$ cat config.mk
export PLATFORM = sky130hd
export DESIGN_NAME = player_ctrl
export DESIGN_NICKNAME = d
export VERILOG_FILES = /design/src/rtl/game_geom_pkg.sv /design/src/rtl/player_pkg.sv /design/src/rtl/player_ctrl.sv /design/src/rtl/sprite_select.sv /design/src/rtl/motion_datapath.sv /design/src/rtl/motion_fsm.sv /design/src/rtl/contact_sense.sv
export SDC_FILE = /design/constraint.sdc
export NUM_CORES = 1
export LEC_CHECK = 0
export ABC_AREA = 1
export CELL_PAD_IN_SITES_DETAIL_PLACEMENT = 1
export CELL_PAD_IN_SITES_GLOBAL_PLACEMENT = 1
export CORE_MARGIN = 1.5
export CORE_UTILIZATION = 30
export CTS_CLUSTER_SIZE = 25
export DETAILED_ROUTE_END_ITERATION = 7
export DONT_BUFFER_PORTS = 1
export GPL_TIMING_DRIVEN = 0
export PLACE_DENSITY_LB_ADDON = 0.1
export SLEW_MARGIN = 20
export SYNTH_ARGS = -nofsm -noshare
export SYNTH_HDL_FRONTEND = slang
export SYNTH_HIERARCHICAL = 1
export SYNTH_SLANG_ARGS = --single-unit
$ cat constraint.sdc
create_clock -name clk -period 8.2 [get_ports clk]
set_clock_uncertainty 0.1 [all_clocks]
set_input_delay 1.64 -clock clk [delete_from_list [all_inputs] [get_ports clk]]
set_output_delay 1.64 -clock clk [all_outputs]
set_load 0.03 [all_outputs]
$ cat src/rtl/game_geom_pkg.sv
package game_geom_pkg;

    typedef logic [9:0] coord_x_t;
    typedef logic [8:0] coord_y_t;

    // playfield limits
    localparam coord_y_t TOP_BOUND    = 9'd5;
    localparam coord_y_t BOTTOM_BOUND = 9'd461;
    localparam coord_x_t LEFT_BOUND   = 10'd5;
    localparam coord_x_t RIGHT_BOUND  = 10'd640;

    // character box
    localparam coord_x_t SPRITE_W = 10'd34;
    localparam coord_y_t SPRITE_H = 9'd36;

    localparam coord_x_t START_X = 10'd450;
    localparam coord_y_t START_Y = 9'd425;

    typedef struct packed {
        coord_x_t lx;
        coord_y_t ly;
        coord_x_t rx;
        coord_y_t ry;
    } rect_t;

    localparam int NUM_PLATFORMS = 6;

    // top to bottom, the last one is the floor
    localparam rect_t PLATFORMS [NUM_PLATFORMS] = '{
        '{10'd250, 9'd53,  10'd388, 9'd70},
        '{10'd0,   9'd115, 10'd591, 9'd131},
        '{10'd49,  9'd197, 10'd640, 9'd213},
        '{10'd0,   9'd286, 10'd591, 9'd302},
        '{10'd49,  9'd376, 10'd640, 9'd393},
        '{10'd0,   9'd461, 10'd640, 9'd479}
    };

    localparam int NUM_LADDERS = 5;

    localparam rect_t LADDERS [NUM_LADDERS] = '{
        '{10'd339, 9'd15,  10'd353, 9'd81},
        '{10'd541, 9'd77,  10'd555, 9'd163},
        '{10'd48,  9'd159, 10'd62,  9'd252},
        '{10'd546, 9'd248, 10'd560, 9'd342},
        '{10'd53,  9'd338, 10'd67,  9'd427}
    };

endpackage
$ cat src/rtl/player_pkg.sv
package player_pkg;

    typedef enum logic [2:0] {
        ST_INITIAL  = 3'b000,
        ST_FLYING   = 3'b001,
        ST_JUMPING  = 3'b010,
        ST_WALKING  = 3'b011,
        ST_STANDING = 3'b100,
        ST_DYING    = 3'b101,
        ST_CLIMBING = 3'b110
    } player_state_t;

    typedef enum logic [3:0] {
        STAND       = 4'b0000,
        WALK_LEFT1  = 4'b0001,
        WALK_LEFT2  = 4'b0010,
        WALK_LEFT3  = 4'b0011,
        WALK_RIGHT1 = 4'b0100,
        WALK_RIGHT2 = 4'b0101,
        FLY_LEFT    = 4'b0110,
        FLY_RIGHT   = 4'b0111,
        CLAMP1      = 4'b1000,
        CLAMP2      = 4'b1001,
        DIE1        = 4'b1010,
        DIE2        = 4'b1011,
        DIE3        = 4'b1100,
        DIE4        = 4'b1101,
        WALK_RIGHT3 = 4'b1110
    } frame_t;

    // up sits in bit 0, jump in bit 4
    typedef struct packed {
        logic jump;
        logic down;
        logic right;
        logic left;
        logic up;
    } key_t;

    typedef struct packed {
        game_geom_pkg::coord_x_t x;
        game_geom_pkg::coord_y_t y;
    } pose_t;

    typedef struct packed {
        logic on_ground;
        logic on_ladder;
    } contact_t;

    // tenths of a pixel per step
    typedef logic signed [12:0] vel_y_t;

endpackage

$ cat src/rtl/player_ctrl.sv
`timescale 1ns/1ps

module player_ctrl
    import player_pkg::*;
#(
    parameter int WALK_SPEED  = 5,
    parameter int CLIMB_SPEED = 3,
    parameter int JUMP_SPEED  = 50,
    parameter int GRAVITY     = 3
) (
    input  logic          clk,
    input  logic          rst,
    input  logic          start,
    input  logic          over,
    input  key_t          keys,
    output pose_t         pose,
    output player_state_t state,
    output frame_t        frame
);

    contact_t   contact;
    logic       falling;
    logic       facing_left;
    logic       moving_right;
    logic [4:0] anim_count;

    contact_sense u_contact (
        .pose    (pose),
        .contact (contact)
    );

    motion_fsm u_fsm (
        .clk     (clk),
        .rst     (rst),
        .start   (start),
        .over    (over),
        .keys    (keys),
        .contact (contact),
        .falling (falling),
        .state   (state)
    );

    motion_datapath #(
        .WALK_SPEED  (WALK_SPEED),
        .CLIMB_SPEED (CLIMB_SPEED),
        .JUMP_SPEED  (JUMP_SPEED),
        .GRAVITY     (GRAVITY)
    ) u_datapath (
        .clk          (clk),
        .rst          (rst),
        .state        (state),
        .keys         (keys),
        .pose         (pose),
        .falling      (falling),
        .facing_left  (facing_left),
        .moving_right (moving_right),
        .anim_count   (anim_count)
    );

    sprite_select u_sprite (
        .state        (state),
        .anim_count   (anim_count),
        .facing_left  (facing_left),
        .moving_right (moving_right),
        .keys         (keys),
        .frame        (frame)
    );

endmodule

$ cat src/rtl/sprite_select.sv
`timescale 1ns/1ps

module sprite_select
    import player_pkg::*;
(
    input  player_state_t state,
    input  logic [4:0]    anim_count,
    input  logic          facing_left,
    input  logic          moving_right,
    input  key_t          keys,
    output frame_t        frame
);

    // walk cycle 1, 3, 2, 3
    function automatic frame_t walk_frame(input logic right, input logic [1:0] phase);
        case (phase)
            2'd0:    return right ? WALK_RIGHT1 : WALK_LEFT1;
            2'd2:    return right ? WALK_RIGHT2 : WALK_LEFT2;
            default: return right ? WALK_RIGHT3 : WALK_LEFT3;
        endcase
    endfunction

    always_comb begin
        case (state)
            ST_FLYING: begin
                frame = facing_left ? FLY_LEFT : FLY_RIGHT;
            end
            ST_WALKING: begin
                frame = walk_frame(moving_right, anim_count[4:3]);
            end
            ST_DYING: begin
                case (anim_count[2:1])
                    2'd0:    frame = DIE1;
                    2'd1:    frame = DIE2;
                    2'd2:    frame = DIE3;
                    default: frame = DIE4;
                endcase
            end
            ST_CLIMBING: begin
                // idle on the ladder shows the first pose
                if ((keys.up | keys.down) && anim_count[2]) frame = CLAMP2;
                else frame = CLAMP1;
            end
            default: begin
                frame = facing_left ? WALK_LEFT3 : WALK_RIGHT3;
            end
        endcase
    end

endmodule

$ cat src/rtl/motion_datapath.sv
`timescale 1ns/1ps

module motion_datapath
    import game_geom_pkg::*, player_pkg::*;
#(
    parameter int WALK_SPEED  = 5,
    parameter int CLIMB_SPEED = 3,
    parameter int JUMP_SPEED  = 50,
    parameter int GRAVITY     = 3
) (
    input  logic          clk,
    input  logic          rst,
    input  player_state_t state,
    input  key_t          keys,
    output pose_t         pose,
    output logic          falling,
    output logic          facing_left,
    output logic          moving_right,
    output logic [4:0]    anim_count
);

    localparam logic signed [11:0] X_MIN = 12'(LEFT_BOUND);
    localparam logic signed [11:0] X_MAX = 12'(RIGHT_BOUND - SPRITE_W);
    localparam logic signed [12:0] Y_MIN = 13'(TOP_BOUND);
    localparam logic signed [12:0] Y_MAX = 13'(BOTTOM_BOUND - SPRITE_H);

    logic signed [10:0] vel_x;
    vel_y_t             vel_y;
    logic signed [10:0] walk_dx;
    vel_y_t             fly_dy;
    logic signed [12:0] fly_ny;
    logic signed [12:0] feet_now;
    logic signed [12:0] feet_next;
    logic signed [12:0] climb_ny;
    coord_x_t           walk_x;
    coord_x_t           fly_x;
    coord_y_t           fly_y;
    coord_y_t           climb_y;
    logic               land_hit;
    logic               climb_move;

    function automatic coord_x_t clamp_x(input coord_x_t x, input logic signed [10:0] dx);
        logic signed [11:0] nx;
        nx = $signed({2'b00, x}) + 12'(dx);
        if (nx < X_MIN) return LEFT_BOUND;
        else if (nx > X_MAX) return coord_x_t'(X_MAX);
        else return coord_x_t'(nx);
    endfunction

    function automatic coord_y_t clamp_y(input logic signed [12:0] ny);
        if (ny < Y_MIN) return TOP_BOUND;
        else if (ny > Y_MAX) return coord_y_t'(Y_MAX);
        else return coord_y_t'(ny);
    endfunction

    assign walk_dx    = keys.left ? 11'(-WALK_SPEED) : 11'(WALK_SPEED);
    assign walk_x     = clamp_x(pose.x, walk_dx);
    assign fly_x      = clamp_x(pose.x, vel_x);

    // division truncates toward zero
    assign fly_dy     = vel_y / 13'sd10;
    assign fly_ny     = $signed({4'b0000, pose.y}) + fly_dy;
    assign feet_now   = $signed({4'b0000, pose.y}) + 13'(SPRITE_H);
    assign feet_next  = fly_ny + 13'(SPRITE_H);

    assign climb_move = keys.up | keys.down;
    assign climb_ny   = keys.up ? $signed({4'b0000, pose.y}) - 13'(CLIMB_SPEED)
                                : $signed({4'b0000, pose.y}) + 13'(CLIMB_SPEED);
    assign climb_y    = clamp_y(climb_ny);

    // feet crossing a platform top on the way down
    always_comb begin
        land_hit = 1'b0;
        fly_y    = clamp_y(fly_ny);
        for (int i = 0; i < NUM_PLATFORMS; i++) begin
            if (!land_hit && fly_dy > 0
                && feet_now <= $signed(13'(PLATFORMS[i].ly))
                && feet_next >= $signed(13'(PLATFORMS[i].ly))
                && fly_x < PLATFORMS[i].rx
                && fly_x + SPRITE_W > PLATFORMS[i].lx) begin
                land_hit = 1'b1;
                fly_y    = PLATFORMS[i].ly - SPRITE_H;
            end
        end
    end

    always_ff @(posedge clk) begin
        if (rst) begin
            pose        <= '{x: START_X, y: START_Y};
            vel_x       <= '0;
            vel_y       <= '0;
            facing_left <= 1'b1;
            anim_count  <= '0;
        end else begin
            case (state)
                ST_INITIAL: begin
                    pose <= '{x: START_X, y: START_Y};
                end
                ST_WALKING: begin
                    vel_x      <= walk_dx;
                    vel_y      <= '0;
                    pose.x     <= walk_x;
                    anim_count <= anim_count + 5'd1;
                    if (keys.left) facing_left <= 1'b1;
                    else if (keys.right) facing_left <= 1'b0;
                end
                ST_JUMPING: begin
                    vel_y <= -vel_y_t'(JUMP_SPEED);
                end
                ST_FLYING: begin
                    pose       <= '{x: fly_x, y: fly_y};
                    vel_y      <= land_hit ? vel_y_t'(0) : vel_y + vel_y_t'(GRAVITY);
                    anim_count <= anim_count + 5'd1;
                end
                ST_CLIMBING: begin
                    vel_x <= '0;
                    vel_y <= '0;
                    if (climb_move) begin
                        pose.y     <= climb_y;
                        anim_count <= anim_count + 5'd1;
                    end
                end
                ST_STANDING, ST_DYING: begin
                    vel_x <= '0;
                    vel_y <= '0;
                end
                default: ;
            endcase
        end
    end

    assign falling      = (vel_y >= 0);
    assign moving_right = (vel_x > 0);

endmodule

$ cat src/rtl/motion_fsm.sv
`timescale 1ns/1ps

module motion_fsm
    import player_pkg::*;
(
    input  logic          clk,
    input  logic          rst,
    input  logic          start,
    input  logic          over,
    input  key_t          keys,
    input  contact_t      contact,
    input  logic          falling,
    output player_state_t state
);

    player_state_t next_state;
    logic          side_key;
    logic          climb_req;

    assign side_key  = keys.left | keys.right;
    assign climb_req = (keys.up | keys.down) & contact.on_ladder;

    always_ff @(posedge clk) begin
        if (rst) begin
            state <= ST_INITIAL;
        end else begin
            state <= next_state;
        end
    end

    always_comb begin
        next_state = state;
        if (state != ST_INITIAL && over) begin
            next_state = ST_DYING;
        end else begin
            case (state)
                ST_INITIAL: begin
                    if (start) next_state = ST_STANDING;
                end
                ST_STANDING, ST_WALKING: begin
                    if (!contact.on_ground) next_state = ST_FLYING;
                    else if (keys.jump) next_state = ST_JUMPING;
                    else if (climb_req) next_state = ST_CLIMBING;
                    else if (state == ST_STANDING && side_key) next_state = ST_WALKING;
                    else if (state == ST_WALKING && !side_key) next_state = ST_STANDING;
                end
                ST_JUMPING: begin
                    next_state = ST_FLYING;
                end
                ST_FLYING: begin
                    // only land on the way down
                    if (contact.on_ground && falling) next_state = ST_STANDING;
                end
                ST_CLIMBING: begin
                    if (contact.on_ground && keys.jump) next_state = ST_JUMPING;
                    else if (side_key) next_state = ST_WALKING;
                    else if (!contact.on_ladder) next_state = ST_STANDING;
                end
                ST_DYING: begin
                    next_state = ST_DYING;
                end
                default: begin
                    next_state = ST_INITIAL;
                end
            endcase
        end
    end

endmodule

$ cat src/rtl/contact_sense.sv
`timescale 1ns/1ps

module contact_sense
    import game_geom_pkg::*, player_pkg::*;
(
    input  pose_t    pose,
    output contact_t contact
);

    logic [9:0] feet;
    logic [9:0] right_edge;
    logic       ground_hit;
    logic       ladder_hit;

    assign feet       = 10'(pose.y) + 10'(SPRITE_H);
    assign right_edge = pose.x + SPRITE_W;

    // feet resting on a platform, or at the floor line
    always_comb begin
        ground_hit = (feet >= 10'(BOTTOM_BOUND));
        for (int i = 0; i < NUM_PLATFORMS; i++) begin
            if (pose.x < PLATFORMS[i].rx
                && right_edge > PLATFORMS[i].lx
                && feet >= 10'(PLATFORMS[i].ly)
                && feet <= 10'(PLATFORMS[i].ry)) begin
                ground_hit = 1'b1;
            end
        end
    end

    // left edge inside the ladder column, y strictly inside
    always_comb begin
        ladder_hit = 1'b0;
        for (int i = 0; i < NUM_LADDERS; i++) begin
            if (pose.x >= LADDERS[i].lx
                && pose.x <= LADDERS[i].rx
                && pose.y > LADDERS[i].ly
                && pose.y < LADDERS[i].ry) begin
                ladder_hit = 1'b1;
            end
        end
    end

    assign contact.on_ground = ground_hit;
    assign contact.on_ladder = ladder_hit;

endmodule

; ---- Yosys cells after proc, flatten, opt, wreduce, memory -nomap -nowiden
; Cells that the tools add are included.
[classes]
addsub = 12
mul = 0
div = 1
order_cmp = 67
n_eq_ne = 18
shift = 0
n_mux = 64
bitwise = 3
reduce_logical = 92
[ops]
columns = operator, count
row1 = 9-bit 2-to-1 mux, 11
row2 = 1-bit logical AND, 66
row3 = "10-bit by 9-bit greater-or-equal comparator with 1-bit output, second input constant", 4
row4 = "10-bit by 9-bit <= comparator with 1-bit output, second input constant", 4
row5 = "10-bit less-than comparator, second input constant", 4
row6 = 10-bit 2-to-1 mux, 4
row7 = "13-bit by 10-bit greater-or-equal comparator with 1-bit output, second input constant", 3
row8 = "13-bit by 10-bit <= comparator with 1-bit output, second input constant", 3
row9 = 3-bit 2-to-1 mux, 13
row10 = 13-bit one-hot mux with 3 select lines, 1
row11 = "10-bit by 6-bit greater-or-equal comparator with 1-bit output, second input constant", 3
row12 = 10-bit one-hot mux with 3 select lines, 1
row13 = 9-bit one-hot mux with 3 select lines, 1
row14 = "13-bit by 10-bit > comparator with 1-bit output, second input constant", 2
row15 = "13-bit by 4-bit less-than comparator with 1-bit output, second input constant", 2
row16 = 13-bit 2-to-1 mux, 2
row17 = 11-bit by 11-bit adder with 12-bit output, 2
row18 = "12-bit by 11-bit > comparator with 1-bit output, second input constant", 2
row19 = "12-bit by 4-bit less-than comparator with 1-bit output, second input constant", 2
row20 = 11-bit one-hot mux with 2 select lines, 1
row21 = 1-bit 2-to-1 mux, 21
row22 = "10-bit by 6-bit adder with 10-bit output, second input constant", 2
row23 = "9-bit by 6-bit adder with 10-bit output, second input constant", 2
row24 = "10-bit greater-or-equal comparator, second input constant", 2
row25 = 65 further kinds, 99
[totals]
regBits = 52
latchBits = 0
ramBits = 0
rom_bits = 0
input_bits = 9
out_inout_bits = 26
n_memories = 0

; ---- Longest topological paths before layout
; Gate-level depths: netlist of the first run.
[logic_depth]
ltp_word = 45
ltp_mapped = 93

; ---- Cells and area by module
; Netlist of the first run, hierarchy kept.
[modules_own_cells]
columns = mod, n_inst, cells_per_inst, area_per_inst_um2, seq_area_each_um2
row1 = motion_datapath, 1, 1162, 6774.0, 820.8
row2 = contact_sense, 1, 281, 1363.8, 0.0
row3 = motion_fsm, 1, 77, 407.9, 60.1
row4 = sprite_select, 1, 39, 171.4, 0.0

; ---- Least setup slack after synthesis of the first run
; OpenSTA, ideal clock, no wires.
[synth_timing]
kind = register to register
start = reg u_datapath.vel_y[0]
end = reg u_datapath/pose[3] (netlist name)
setup_ps = 113
t_arrival_ps = 7987
required_time_ps = 7987
setup_slack_ps = 0
stages_incl_launch_ff = 88
n_path_buf = 0
path_cell_list = dfxtp_1 > inv_1 > ha_1 > inv_1 > nor2_2 > nand3_1 > nand2_1 > nand2_1 > nand2_1 > nand2_1 > inv_1 > nand3_1 > nand2_2 > nand2_4 > a21oi_2 > nand2_2 > nand2_2 > nand2_1 > [52 not listed] > nor2_1 > nand2_1 > nand2_1 > nand2_2 > nor2_8 > nand3_2 > nand2_4 > nand2_4 > inv_2 > nand3_1 > nand2_1 > nand2_1 > nand2_1 > nand2_1 > nand2_1 > nand2_1 > nand2_1 > nand2_1
[synth_between]
elab_chain_len = 44
word_cells_on_any_way = 60
cone_classes = add/sub (2) / div (1) / order compare (9) / mux (14) / reduce/logical (34)
[synth_rtl]
columns = element, line
row1 = from (decl), motion_datapath.sv:28  ; vel_y_t vel_y;
row2 = from (signal assigned), motion_datapath.sv:108  ; vel_y <= -vel_y_t'(JUMP_SPEED);
row3 = from (signal assigned), motion_datapath.sv:112  ; vel_y <= land_hit ? vel_y_t'(0) : vel_y + vel_y_t'(GRAVITY);
row4 = 13-bit by 5-bit divider with 13-bit output (*), motion_datapath.sv:61  ; assign fly_dy = vel_y / 13'sd10;
row5 = 10-bit by 13-bit adder with 13-bit output, motion_datapath.sv:62  ; assign fly_ny = $signed({4'b0000, pose.y}) + fly_dy;
row6 = 13-bit by 6-bit adder with 13-bit output, motion_datapath.sv:64  ; assign feet_next = fly_ny + 13'(SPRITE_H);
row7 = 13-bit by 7-bit greater-or-equal comparator with 1-bit output, motion_datapath.sv:78  ; && feet_next >= $signed(13'(PLATFORMS[i].ly))
row8 = 1-bit logical AND, motion_datapath.sv:78
row9 = 1-bit logical AND, motion_datapath.sv:79  ; && fly_x < PLATFORMS[i].rx
row10 = 1-bit logical AND, motion_datapath.sv:80  ; && fly_x + SPRITE_W > PLATFORMS[i].lx) begin
row11 = 1-bit 2-to-1 mux, motion_datapath.sv:76  ; if (!land_hit && fly_dy > 0
row12 = [28 not listed], n/a
row13 = 1-bit logical NOT, motion_datapath.sv:76
row14 = 1-bit logical AND, motion_datapath.sv:76
row15 = 1-bit logical AND, motion_datapath.sv:77  ; && feet_now <= $signed(13'(PLATFORMS[i].ly))
row16 = 1-bit logical AND, motion_datapath.sv:78
row17 = 1-bit logical AND, motion_datapath.sv:79
row18 = 1-bit logical AND, motion_datapath.sv:80
row19 = 9-bit 2-to-1 mux (*), motion_datapath.sv:76
row20 = 9-bit one-hot mux with 3 select lines (*), motion_datapath.sv:95  ; case (state)
; Mark *: on every way between the ends. The rest lies on a longest branch, timed or not.
; A chain may end at the register's enable or synchronous reset.

; ---- Final worst setup path of the first run
[layout_timing]
start = reg u_datapath.vel_y[0]
end = reg u_datapath.vel_y[2]
[layout_between]
elab_chain_len = 45
word_cells_on_any_way = 53
cone_classes = add/sub (3) / div (1) / order compare (7) / mux (8) / reduce/logical (34)
[layout_rtl]
columns = element, line
row1 = 13-bit by 5-bit divider with 13-bit output, motion_datapath.sv:61
row2 = 10-bit by 13-bit adder with 13-bit output, motion_datapath.sv:62
row3 = 13-bit by 6-bit adder with 13-bit output, motion_datapath.sv:64
row4 = 13-bit by 7-bit greater-or-equal comparator with 1-bit output, motion_datapath.sv:78
row5 = 1-bit logical AND, motion_datapath.sv:78
row6 = 1-bit logical AND, motion_datapath.sv:79
row7 = 1-bit logical AND, motion_datapath.sv:80
row8 = 1-bit 2-to-1 mux, motion_datapath.sv:76
row9 = [29 not listed], n/a
row10 = 1-bit logical AND, motion_datapath.sv:76
row11 = 1-bit logical AND, motion_datapath.sv:77
row12 = 1-bit logical AND, motion_datapath.sv:78
row13 = 1-bit logical AND, motion_datapath.sv:79
row14 = 1-bit logical AND, motion_datapath.sv:80
row15 = 1-bit 2-to-1 mux, motion_datapath.sv:76
row16 = 13-bit 2-to-1 mux (*), motion_datapath.sv:112
row17 = 13-bit one-hot mux with 3 select lines (*), motion_datapath.sv:95
; Marks and branches as above.

==> results of run 1 <==
-- repair_timing --
item | 4_1_cts | 5_1_grt
pin swaps | 81 | 88
resized for setup | 128 | 99
endpoints found under the hold margin | 0 | 0
buffers inserted | 57 | 31
setup endpoints to repair | 22 | 22
cloned | 1 | 0
-- synth_stat cells (all sizes together), types with 7 or more instances --
| cell type | number | area, um^2 |
|---|---|---|
| nor2 | 161 | 709 |
| ha | 60 | 751 |
| a21oi | 93 | 492 |
| o21ai | 91 | 463 |
| a31oi | 11 | 68.8 |
| dfxtp | 44 | 881 |
| o21bai | 11 | 82.6 |
| xor2 | 47 | 412 |
| nand3 | 169 | 896 |
| nand4 | 41 | 257 |
| buf | 9 | 63.8 |
| nor3 | 29 | 150 |
| o211ai | 7 | 52.6 |
| nand2 | 444 | 1850 |
| clkbuf | 8 | 30.0 |
| a211oi | 7 | 52.6 |
| inv | 260 | 976 |
-- registers in the layout, indices dropped and copies added, names as in the netlist --
name	count
u_datapath/pose	19
u_datapath/vel_y	13
u_datapath/anim_count	5
u_datapath/vel_x	3
u_fsm/state	3
u_datapath/facing_left	1
-- kinds of logic (layout without fill, tap and decap cells) --
family	Yosys count	in the layout	share of synthesized area, %
adders and majority gates	63	63	9.30
xor gates and xnor gates	50	50	5.02
DFF	44	44	10.1
and+or+nand+nor	865	866	45.9
buffers and inverters	281	375	12.5
AOI/OAI and AO/OA	256	256	17.2
-- worst min-delay path by stage --
| stage | startpoint | end | slack, ns | cells past startpoint |
|---|---|---|---|---|
| final | u_datapath/anim_count[0]$_SDFFE_PP0P_ | u_datapath/anim_count[0]$_SDFFE_PP0P_ | 0.39 | 1 |
| after detailed placement | u_datapath/anim_count[0]$_SDFFE_PP0P_ | u_datapath/anim_count[0]$_SDFFE_PP0P_ | 0.38 | 1 |
| after floorplan | u_datapath/anim_count[0]$_SDFFE_PP0P_ | u_datapath/anim_count[0]$_SDFFE_PP0P_ | 0.34 | 1 |
| after CTS | u_datapath/anim_count[0]$_SDFFE_PP0P_ | u_datapath/anim_count[0]$_SDFFE_PP0P_ | 0.39 | 1 |
| after global placement | u_datapath/anim_count[0]$_SDFFE_PP0P_ | u_datapath/anim_count[0]$_SDFFE_PP0P_ | 0.37 | 1 |
| after global routing | u_datapath/vel_x[2]$_SDFFE_PP0P_ | u_datapath/vel_x[2]$_SDFFE_PP0P_ | 0.42 | 2 |
-- per-stage QoR --
step | hold WS, ns | std cells
after floorplan | 0.342 | 1559
after global placement | 0.369 | 1943
after detailed placement | 0.378 | 1943
after CTS | 0.390 | 2007
after global routing | 0.415 | 2038
final | 0.387 | 2038
-- layout make-up --
class / instances / area [um^2] / share of cell area, %
inverter: 264 / 1000 / 9.06
tap: 384 / 480 / 4.34
buffer: 17 / 93.8 / 0.849
clock buffer: 5 / 125 / 1.13
sequential: 44 / 886 / 8.01
clock inverter: 2 / 60.1 / 0.543
timing repair buffer: 87 / 718 / 6.49
multi-input combinational: 1235 / 7690 / 69.6
-- cells in the final DEF (no fill, tap or decap), types with 17 or more instances in the layout --
cell type and count:
nand2_1 346, inv_1 220, nand3_1 138, nor2_1 132, buf_4 82, o21ai_0 80, a21oi_1 70, nand2_2 61
ha_1 51, nand4_1 41, xor2_1 40, dfxtp_1 40, inv_2 37, nand2_4 35, nor3_1 25, nand3_2 24
a21oi_2 17
-- routing by layer --
layer | track usage (%) | wire (um) | vias to the layer above
met1 | 28.9 | 15800 | 4932
li1 | - | - | 5308
met4 | 2.54 | 174 | 0
met5 | 0 | 0 | -
met2 | 37.2 | 15900 | 87
met3 | 1.64 | 646 | 14
==> reports/metrics.csv, run 1 <==
stage,metric,value,unit
outcome,outcome,"complete, but fails checks",
outcome,violated checks,negative setup slack,
floorplan,row cnt,62,
floorplan,# IOs,35,
yosys,Yosys reg bits,44,
setup_path,worst reg2reg startpoint,u_datapath/vel_y[0]$_SDFFE_PP0P_,
final_layout,final core utilization,38.6,%
final_layout,Layout Nets,1726,
detailed_routing,DRT Wirelength,32500,um
final_layout,share of cells above drive strength 1,22.7,%
global_route,All-Layer GR Usage,21.2,%
cts,CTS root buf,clkbuf_16,
floorplan,DIE HEIGHT,173,um
detailed_routing,Starting DRT DRC Count,390,
floorplan,Die ar.,30100,um^2
setup_path,crit path to,u_datapath/vel_y[2]$_SDFFE_PP0P_,
setup_path,Worst Reg-to-Reg Cells,83,
timing,Max Fclk,114,MHz
setup_path,family with the most delay on the worst path,simple AND/OR/NAND/NOR gates,
yosys,"Distinct cells, synth",60,
setup_path,crit-path most repeated cell,nand2_4,
yosys,mapped cell area,8720,um^2
timing,Worst-Margin Slew,1.06,ns
setup_path,Crit Path Class,flip-flop to flip-flop,
place,DP Wirelength,25000,um
floorplan,Initial Util,30.5,%
setup_path,Worst Path Buf+Inv,16,
yosys,asr flop ratio synth,0,%
yosys,top_reg_cell synth,dfxtp_1,
job,max_cap viols,0,
cts,CTS Buf Count,5,
final_layout,Antenna Cells,0,
yosys,Yosys Warn Count,6,
place,RePlAce Congestion,0.830,
timing,ratio of final minimum period to clock period,107,%
timing,worst setup margin,-0.588,ns
yosys,post-synthesis sequential area ratio,10.1,%
detailed_routing,Antenna Nets Post-Route,0,
setup_path,CP Depth,83,
yosys,syn avg cell area,5.59,um^2
yosys,Synth Net Count,1631,
place,Port Buffers,0,
setup_path,crit path launch type,flip-flop,
setup_path,crit path DAT,8.91,ns
setup_path,slowest cell on the critical path,dfxtp_2,
timing,"Hold Vio Cnt, Final",0,
place,placed inst area,9210,um^2
cts,Skew-Pair Late Insertion Delay,0.29,ns
global_route,first-pass GRT wire length,53200,um
cts,clk buf depth,2,
final_layout,Filler cells,3829,
cts,# hold bufs at CTS,0,
setup_path,CP max FO,8,
cts,TritonCTS clock tree,done,
cts,H-tree depth,2,
floorplan,Die X-Extent,173,um
timing,Tmin final,8.79,ns
global_route,vias in the first global route,10500,
detailed_routing,DR vias,10300,
detailed_routing,first drt pass iteration count,6,
global_route,largest net degree at the start of global routing,18,
floorplan,area of the core,28600,um^2
timing,relative slew slack,29.0,%
place,pre-CTS WS,-1.78,ns
setup_path,Worst R2R Setup Slack,-0.59,ns
final_layout,area growth from synthesis to layout,26.9,%
cts,Worst-path clk slew,0.06,ns
yosys,Post-Syn Instances,1559,
setup_path,crit path launch,u_datapath/vel_y[0]$_SDFFE_PP0P_,
cts,Clock Sink Count,44,
detailed_routing,drt drc,0,
setup_path,critical path required time,8.32,ns
timing,RSZ-0062 raised after global routing,true,
min_path,Worst Hold Class,flip-flop to flip-flop,
setup_path,reg-to-reg critical path endpoint,u_datapath/vel_y[2]$_SDFFE_PP0P_,
yosys,Post-synth EDFFs,0,
timing,endpoints failing setup,22,
timing,Pins Over Slew Limit,0,
final_layout,final instance area,11100,um^2
timing,final setup TNS,-11.10,ns
detailed_routing,WL per Instance,16.0,um
setup_path,max incr delay on CP,0.33,ns
global_route,number of antenna violations at the first check in global routing,0,
detailed_routing,via-per-instance ratio,5.07,
global_route,grt ovf,0,
setup_path,CP Capture Type,flip-flop,
Power of run 1 is left out: the tool's default activity adds up to more than one toggle a clock period on the data nets, which glitch-free logic cannot reach.
==> run 2, diff against run 1 <==
--- a/config.mk
+++ b/config.mk
@@ -5,7 +5,7 @@
 export SDC_FILE = /design/constraint.sdc
 export NUM_CORES = 1
 export LEC_CHECK = 0
-export ABC_AREA = 1
+export ABC_AREA = 0
 export CELL_PAD_IN_SITES_DETAIL_PLACEMENT = 1
 export CELL_PAD_IN_SITES_GLOBAL_PLACEMENT = 1
 export CORE_MARGIN = 1.5
==> run 2 against run 1 <==
Compared with the run above:
- the flow still finishes with violations (negative setup slack)
- area after synthesis up 12%
- worst setup slack worse by 1.1 ns
- count of clock-buffer cells in the layout unchanged
- non-clock buffer count up 48
- die area up 11%
- sequential share of layout area down 0.50 points
- final area up 7.9%
- first-iteration DRC count up 64%
- utilization down 1.0 points
- hold slack better by 0.042 ns
- critical path depth down 39
- synthesized cell count down 7.7%
==> reports/metrics.csv, run 2 <==
stage,metric,value,unit,change
cts,# hold bufs at CTS,0,,unchanged
yosys,syn avg cell area,6.76,um^2,+21%
final_layout,max reg flops,19,,unchanged
cts,TritonCTS clock tree,done,,
detailed_routing,via-per-instance ratio,5.96,,+17%
floorplan,Initial Util,30.7,%,+0.22 points
final_layout,Reg with most FFs,u_datapath/pose,,
final_layout,Layout Nets,1589,,-7.9%
place,RePlAce Congestion,0.848,,+2.2%
yosys,share of the synthesized area in the top cell type,9.05,%,-8.0 points
timing,final setup TNS,-34.55,ns,-23.44 ns
cts,Skew-Pair Late Insertion Delay,0.30,ns,about the same
cts,Worst-path clk slew,0.07,ns,about the same
final_layout,"commonest cells after routing, fill and taps aside","nand2_1 (139), nor2_1 (136), a21oi_1 (113)",,
setup_path,CP Capture Type,flip-flop,,
setup_path,crit path DAT,9.96,ns,+1.05 ns
setup_path,worst reg2reg startpoint,u_datapath/vel_y[3]$_SDFFE_PP0P_,,
min_path,Min-Delay Startpoint,u_datapath/vel_y[0]$_SDFFE_PP0P_,,
cts,clk buf depth,2,,unchanged
detailed_routing,drt drc,0,,unchanged
timing,Worst-Margin Slew,1.12,ns,+0.0537 ns
timing,"Hold Vio Cnt, Final",0,,unchanged
setup_path,CP max FO,6,,-2
final_layout,"most common cell after layout, fill and taps aside",nand2_1,,
detailed_routing,Starting DRT DRC Count,638,,+64%
final_layout,Antenna Cells,0,,unchanged
job,max_cap viols,0,,unchanged
yosys,Synth Net Count,1511,,-7.4%
outcome,outcome,"complete, but fails checks",,
detailed_routing,first drt pass iteration count,7,,+1
timing,Pins Over Slew Limit,0,,unchanged
final_layout,Filler cells,3976,,+3.8%
setup_path,Worst Path Buf+Inv,7,,-9
timing,Tmin final,9.87,ns,+1.08 ns
setup_path,critical path required time,8.29,ns,-0.03 ns
cts,CTS root buf,clkbuf_16,,
detailed_routing,DR vias,11400,,+11%
yosys,"top cells by count, synth","nand2_1 (142), nor2_1 (141), a21oi_1 (124), o21ai_0 (79), xnor2_1 (63)",,
yosys,biggest area contributors in the synthesized netlist,"dfxtp_1 (9.1%), ha_1 (7.7%), a21oi_1 (6.4%)",,
yosys,Yosys reg bits,44,,unchanged
setup_path,Crit Path Class,flip-flop to flip-flop,,
yosys,leading area contributor after synthesis,dfxtp_1,,
cts,Clock Sink Count,44,,unchanged
min_path,Worst Hold Depth,2,,+1
timing,worst setup margin,-1.67,ns,-1.08 ns
yosys,mapped cell area,9730,um^2,+12%
timing,RSZ-0062 raised after global routing,true,,
floorplan,row cnt,65,,+4.8%
global_route,largest net degree at the start of global routing,19,,+1
cts,H-tree depth,2,,unchanged
detailed_routing,DRT Wirelength,40800,um,+25%
global_route,All-Layer GR Usage,23.9,%,+2.7 points
yosys,asr flop ratio synth,0,%,unchanged
place,Port Buffers,0,,unchanged
yosys,"Distinct cells, synth",111,,+85%
final_layout,Largest regs,"u_datapath/pose: 19 flops, u_datapath/vel_y: 13 flops, u_datapath/anim_count: 5 flops",,
yosys,Yosys Warn Count,6,,unchanged
setup_path,Worst R2R Setup Slack,-1.67,ns,-1.08 ns
global_route,first-pass GRT wire length,65000,um,+22%
floorplan,area of the core,31700,um^2,+11%
final_layout,share of cells above drive strength 1,18.5,%,-4.2 points
yosys,Post-Syn Instances,1439,,-7.7%
floorplan,Die ar.,33500,um^2,+11%
min_path,Worst Hold Class,flip-flop to flip-flop,,
timing,relative slew slack,25.1,%,-3.9 points
setup_path,max incr delay on CP,0.59,ns,+0.26 ns
timing,endpoints failing setup,22,,unchanged
setup_path,reg-to-reg critical path endpoint,u_datapath/pose[1]$_SDFFE_PP0P_,,
yosys,top-count cell post-synth,nand2_1,,
setup_path,slowest cell on the critical path,or4_4,,
global_route,grt ovf,0,,unchanged
outcome,violated checks,negative setup slack,,
yosys,Post-synth EDFFs,0,,unchanged
floorplan,DIE HEIGHT,183,um,+5.5%
final_layout,sequential standard cell area,896,um^2,+1.1%
setup_path,Worst Reg-to-Reg Cells,44,,-47%
setup_path,crit path launch type,flip-flop,,
detailed_routing,Antenna Nets Post-Route,0,,unchanged
detailed_routing,WL per Instance,21.2,um,+33%
floorplan,Die X-Extent,183,um,+5.5%
cts,CTS Buf Count,5,,unchanged
min_path,worst hold path endpoint,u_datapath/vel_y[0]$_SDFFE_PP0P_,,
yosys,top_reg_cell synth,dfxtp_1,,
floorplan,# IOs,35,,unchanged
global_route,number of antenna violations at the first check in global routing,0,,unchanged
final_layout,Multi-input gate area,9070,um^2,+18%
timing,ratio of final minimum period to clock period,120,%,+13 points
final_layout,area growth from synthesis to layout,22.6,%,
global_route,vias in the first global route,11600,,+9.8%
timing,Max Fclk,101,MHz,-11%
setup_path,family with the most delay on the worst path,compound AO/OA/AOI/OAI gates,,
place,DP Wirelength,30400,um,+22%
yosys,post-synthesis sequential area ratio,9.05,%,-1.1 points
==> run 2: cell types whose count changed after synthesis, sizes merged, moves of 21 or more <==
cell	previous run	this run
clkbuf	8	49
a21oi	93	127
nor2b	0	27
a31oi	11	35
buf	9	32
nand4	41	19
xnor2	3	64
inv	260	62
xor2	47	26
nor3	29	51
nand3	169	47
nand2	444	143
==> run 2: stage by stage <==
step / cell area (um^2) / std cells / util [%] / hold WS [ns] / worst slack, ns
finish: 11900 / 1920 / 37.6 / 0.429 / -1.67
CTS: 11500 / 1894 / 36.2 / 0.419 / -1.59
global route: 11900 / 1920 / 37.6 / 0.449 / -2.10
floorplan: 9980 / 1439 / - / 0.383 / -1.05
detailed placement: 10500 / 1841 / 33.1 / 0.427 / -3.22
global placement: 10500 / 1841 / 33.1 / 0.406 / -3.05
==> run 2: worst register-to-register path, delay by kind of cell (launching register included) <==
family                   cells  cell delay [ns]
flip-flops                   1             0.35
AND/OR/NAND/NOR             11             2.79
AO/OA/AOI/OAI               20             4.49
adder cells (fa/ha/maj)      3             0.76
buffers and inverters        7             0.91
XOR/XNOR                     3             0.39
==> run 2: cell type report <==
type                    count  share of cell area [%]
plain buffers              71                    2.93
flip-flops and latches     44                    7.51
well taps                 402                    4.22
multi-input cells        1252                    76.1
clock buffers               5                    1.05
repair buffers             81                    5.87
inverters                  62                    1.97
clock inverters             3                   0.399
==> run 2: timing repair <==
action                                  4_1_cts  5_1_grt
resized for setup                            82       49
endpoints found under the setup margin       22       22
pin swaps                                    51       43
setup buffers                                51       29
cloned                                        1        0
==> run 2: worst max path at each step <==
stage,from,end,slack [ns],cells past startpoint
2_1_floorplan,u_datapath/vel_y[3]$_SDFFE_PP0P_,u_datapath/pose[0]$_SDFFE_PP1P_,-1.05,41
3_3_place_gp,u_datapath/vel_y[5]$_SDFFE_PP0P_,u_datapath/pose[0]$_SDFFE_PP1P_,-3.05,41
3_5_place_dp,u_datapath/vel_y[5]$_SDFFE_PP0P_,u_datapath/pose[0]$_SDFFE_PP1P_,-3.22,41
4_1_cts,u_datapath/vel_y[3]$_SDFFE_PP0P_,u_datapath/vel_y[12]$_SDFFE_PP0P_,-1.59,44
5_1_grt,u_datapath/vel_y[3]$_SDFFE_PP0P_,u_datapath/pose[1]$_SDFFE_PP0P_,-2.10,43
6_report,u_datapath/vel_y[3]$_SDFFE_PP0P_,u_datapath/pose[1]$_SDFFE_PP0P_,-1.67,44
==> run 2: cell families after synthesis <==
logic type	after synthesis	share of synthesized area, %
simple gates	573	29.8
compound gates	512	36.9
buf+inv	143	6.14
xor+xnor	90	8.30
fa+ha+maj	64	8.44
flops	44	9.05
mux	13	1.36
==> run 2: metal layers <==
layer	track usage (%)	part of all wire (%)	up-vias
met1	33.6	49	5644
met4	5.18	1.8	0
li1	-	-	5536
met2	39.2	46	206
met3	2.52	3.6	53
met5	0	0	-
Power of run 2 is left out for the same reason.
==> run 3, diff against run 2 <==
--- a/config.mk
+++ b/config.mk
@@ -9,7 +9,8 @@
 export CELL_PAD_IN_SITES_DETAIL_PLACEMENT = 1
 export CELL_PAD_IN_SITES_GLOBAL_PLACEMENT = 1
 export CORE_MARGIN = 1.5
-export CORE_UTILIZATION = 30
+export CORE_UTILIZATION = 35
+export CTS_CLUSTER_DIAMETER = 30
 export CTS_CLUSTER_SIZE = 25
 export DETAILED_ROUTE_END_ITERATION = 7
 export DONT_BUFFER_PORTS = 1
==> run 3 against run 2 <==
Compared with the run above:
- the flow still finishes with violations (negative setup slack)
- maximum frequency up 2.3%
- global-route usage grew 3.7 points
- worst setup slack gained 0.22 ns
- first-iteration DRC count rose by 13%
- non-clock buffer count up 6
- sequential share of layout area about the same
- count of clock-buffer cells in the layout grew 1
==> reports/metrics.csv, run 3 (synthesis gave the netlist of run 2 again) <==
stage,metric,value,unit,change
final_layout,share of cells above drive strength 1,18.6,%,+0.12 points
floorplan,DIE HEIGHT,170,um,-7.3%
detailed_routing,Antenna Nets Post-Route,0,,unchanged
outcome,outcome,"complete, but fails checks",,
timing,worst setup margin,-1.45,ns,+0.219 ns
final_layout,area growth from synthesis to layout,22.7,%,about the same
floorplan,Initial Util,35.9,%,+5.2 points
global_route,vias in the first global route,11800,,+1.8%
outcome,violated checks,negative setup slack,,
timing,endpoints failing setup,22,,unchanged
global_route,All-Layer GR Usage,27.5,%,+3.7 points
setup_path,Worst R2R Setup Slack,-1.45,ns,+0.22 ns
cts,TritonCTS clock tree,done,,
setup_path,crit-path most repeated cell,buf_4,,
setup_path,max incr delay on CP,0.48,ns,-0.11 ns
place,dpl cells,1811,,-1.6%
final_layout,Antenna Cells,0,,unchanged
cts,Worst-path clk slew,0.07,ns,about the same
setup_path,Worst Path Buf+Inv,9,,+2
job,max_cap viols,0,,unchanged
floorplan,Die ar.,28800,um^2,-14%
timing,Max Fclk,104,MHz,+2.3%
setup_path,Worst Reg-to-Reg Cells,47,,+6.8%
setup_path,crit path DAT,9.72,ns,-0.24 ns
cts,# hold bufs at CTS,0,,unchanged
cts,Clock Sink Count,44,,unchanged
timing,Pins Over Slew Limit,0,,unchanged
timing,Tmin final,9.65,ns,-0.219 ns
setup_path,crit path launch type,flip-flop,,
setup_path,CP max FO,6,,unchanged
setup_path,crit path to,u_datapath/pose[7]$_SDFFE_PP1P_,,
global_route,largest net degree at the start of global routing,19,,unchanged
cts,CTS root buf,clkbuf_16,,
cts,clk buf depth,2,,unchanged
setup_path,slowest cell on the critical path,a2111o_1,,
setup_path,worst reg2reg startpoint,u_datapath/vel_y[0]$_SDFFE_PP0P_,,
final_layout,Reg with most FFs,u_datapath/pose,,
detailed_routing,drt drc,0,,unchanged
final_layout,"commonest cells after routing, fill and taps aside","nand2_1 (138), nor2_1 (138), a21oi_1 (113)",,
final_layout,Filler cells,3438,,-14%
setup_path,CP Capture Type,flip-flop,,
timing,"Hold Vio Cnt, Final",0,,unchanged
detailed_routing,DR vias,11700,,+1.9%
final_layout,max reg flops,19,,unchanged
setup_path,crit path launch,u_datapath/vel_y[0]$_SDFFE_PP0P_,,
timing,relative slew slack,30.1,%,+5.0 points
floorplan,Die X-Extent,170,um,-7.3%
final_layout,Largest regs,"u_datapath/pose: 19 flops, u_datapath/vel_y: 13 flops, u_datapath/anim_count: 5 flops",,
setup_path,reg-to-reg critical path endpoint,u_datapath/pose[7]$_SDFFE_PP1P_,,
final_layout,Post-Layout Cell Count,1896,,-1.3%
min_path,Min-Delay Startpoint,u_datapath/vel_y[1]$_SDFFE_PP0P_,,
detailed_routing,via-per-instance ratio,6.15,,+3.2%
cts,H-tree depth,2,,unchanged
place,Port Buffers,0,,unchanged
final_layout,Multi-input gate area,9090,um^2,+0.18%
detailed_routing,WL per Instance,21.2,um,-0.33%
timing,RSZ-0062 raised after global routing,true,,
final_layout,Layout Nets,1595,,+0.38%
setup_path,CP Depth,47,,+6.8%
global_route,grt ovf,0,,unchanged
setup_path,family with the most delay on the worst path,compound AO/OA/AOI/OAI gates,,
min_path,Worst Hold Class,flip-flop to flip-flop,,
place,RePlAce Congestion,0.893,,+5.3%
floorplan,row cnt,60,,-7.7%
global_route,number of antenna violations at the first check in global routing,0,,unchanged
detailed_routing,DRT Wirelength,40100,um,-1.6%
floorplan,area of the core,27100,um^2,-15%
cts,Skew-Pair Late Insertion Delay,0.29,ns,about the same
setup_path,critical path required time,8.27,ns,-0.02 ns
timing,ratio of final minimum period to clock period,118,%,-2.7 points
detailed_routing,first drt pass iteration count,5,,-2
detailed_routing,Starting DRT DRC Count,723,,+13%
place,DP Wirelength,29500,um,-2.9%
setup_path,Crit Path Class,flip-flop to flip-flop,,
floorplan,# IOs,35,,unchanged
final_layout,sequential standard cell area,898,um^2,+0.28%
timing,Worst-Margin Slew,1.05,ns,-0.0702 ns
cts,CTS Buf Count,5,,unchanged
global_route,first-pass GRT wire length,64500,um,-0.76%
## run 3: cell count changes in the layout (fill, tap and decap cells not counted), moves of 3 or more
cell      change
buf_4         +5
a31oi_2       -3
buf_12        -3
clkbuf_4      +3
o31ai_2       +3
xnor2_4       +3
## run 3: final cells by class
type	count	share of cell area, %
Multi-Input combinational cell	1252	76.2
Timing Repair Buffer	85	5.81
Clock buffer	6	1.16
Tap cell	372	3.90
Clock inverter	2	0.325
Sequential cell	44	7.53
Buffer	73	3.18
Inverter	62	1.95
## run 3: worst min path at each step
stage	endpoint	slack (ns)	cells after the start
3_3_place_gp	u_datapath/anim_count[4]$_SDFFE_PP0P_	0.41	2
6_report	u_datapath/vel_y[1]$_SDFFE_PP0P_	0.42	2
5_1_grt	u_datapath/vel_y[0]$_SDFFE_PP0P_	0.46	2
3_5_place_dp	u_datapath/anim_count[4]$_SDFFE_PP0P_	0.44	2
4_1_cts	u_datapath/vel_y[0]$_SDFFE_PP0P_	0.43	2
2_1_floorplan	u_datapath/vel_y[0]$_SDFFE_PP0P_	0.38	2
## run 3: worst register-to-register path: cells and delay by family (launching register included)
family	cells	cell delay (ns)
XOR/XNOR	2	0.32
buffers and inverters	9	1.33
flip-flops	1	0.36
AND/OR/NAND/NOR	12	2.32
adder cells (fa/ha/maj)	3	0.71
AO/OA/AOI/OAI	21	4.39
## run 3: layer usage
metal | up-vias | global-route usage, % | part of all wire [%]
li1 | 5584 | - | -
met1 | 5771 | 38.8 | 48
met2 | 253 | 45.2 | 46
met3 | 51 | 2.61 | 3.8
met4 | 0 | 5.89 | 1.6
met5 | - | 0 | 0
## run 3: metrics by stage
| step | TNS (ns) | utilization, % | instance area (um^2) | setup slack [ns] | hold WS (ns) |
|---|---|---|---|---|---|
| 2_1_floorplan | -17.99 | - | 9980 | -1.05 | 0.383 |
| 3_3_place_gp | -61.00 | 38.5 | 10400 | -2.94 | 0.408 |
| 3_5_place_dp | -63.69 | 38.5 | 10400 | -3.05 | 0.444 |
| 4_1_cts | -26.72 | 42.9 | 11600 | -1.34 | 0.429 |
| 5_1_grt | -39.65 | 44.0 | 11900 | -1.93 | 0.456 |
| 6_report | -28.53 | 44.0 | 11900 | -1.45 | 0.424 |
## run 3: timing repair
item | 4_1_cts | 5_1_grt
gates resized for setup | 100 | 37
cloned | 1 | 0
pin swaps | 57 | 26
setup endpoints to repair | 22 | 22
buffers inserted | 64 | 20
Power of run 3 is left out for the same reason.
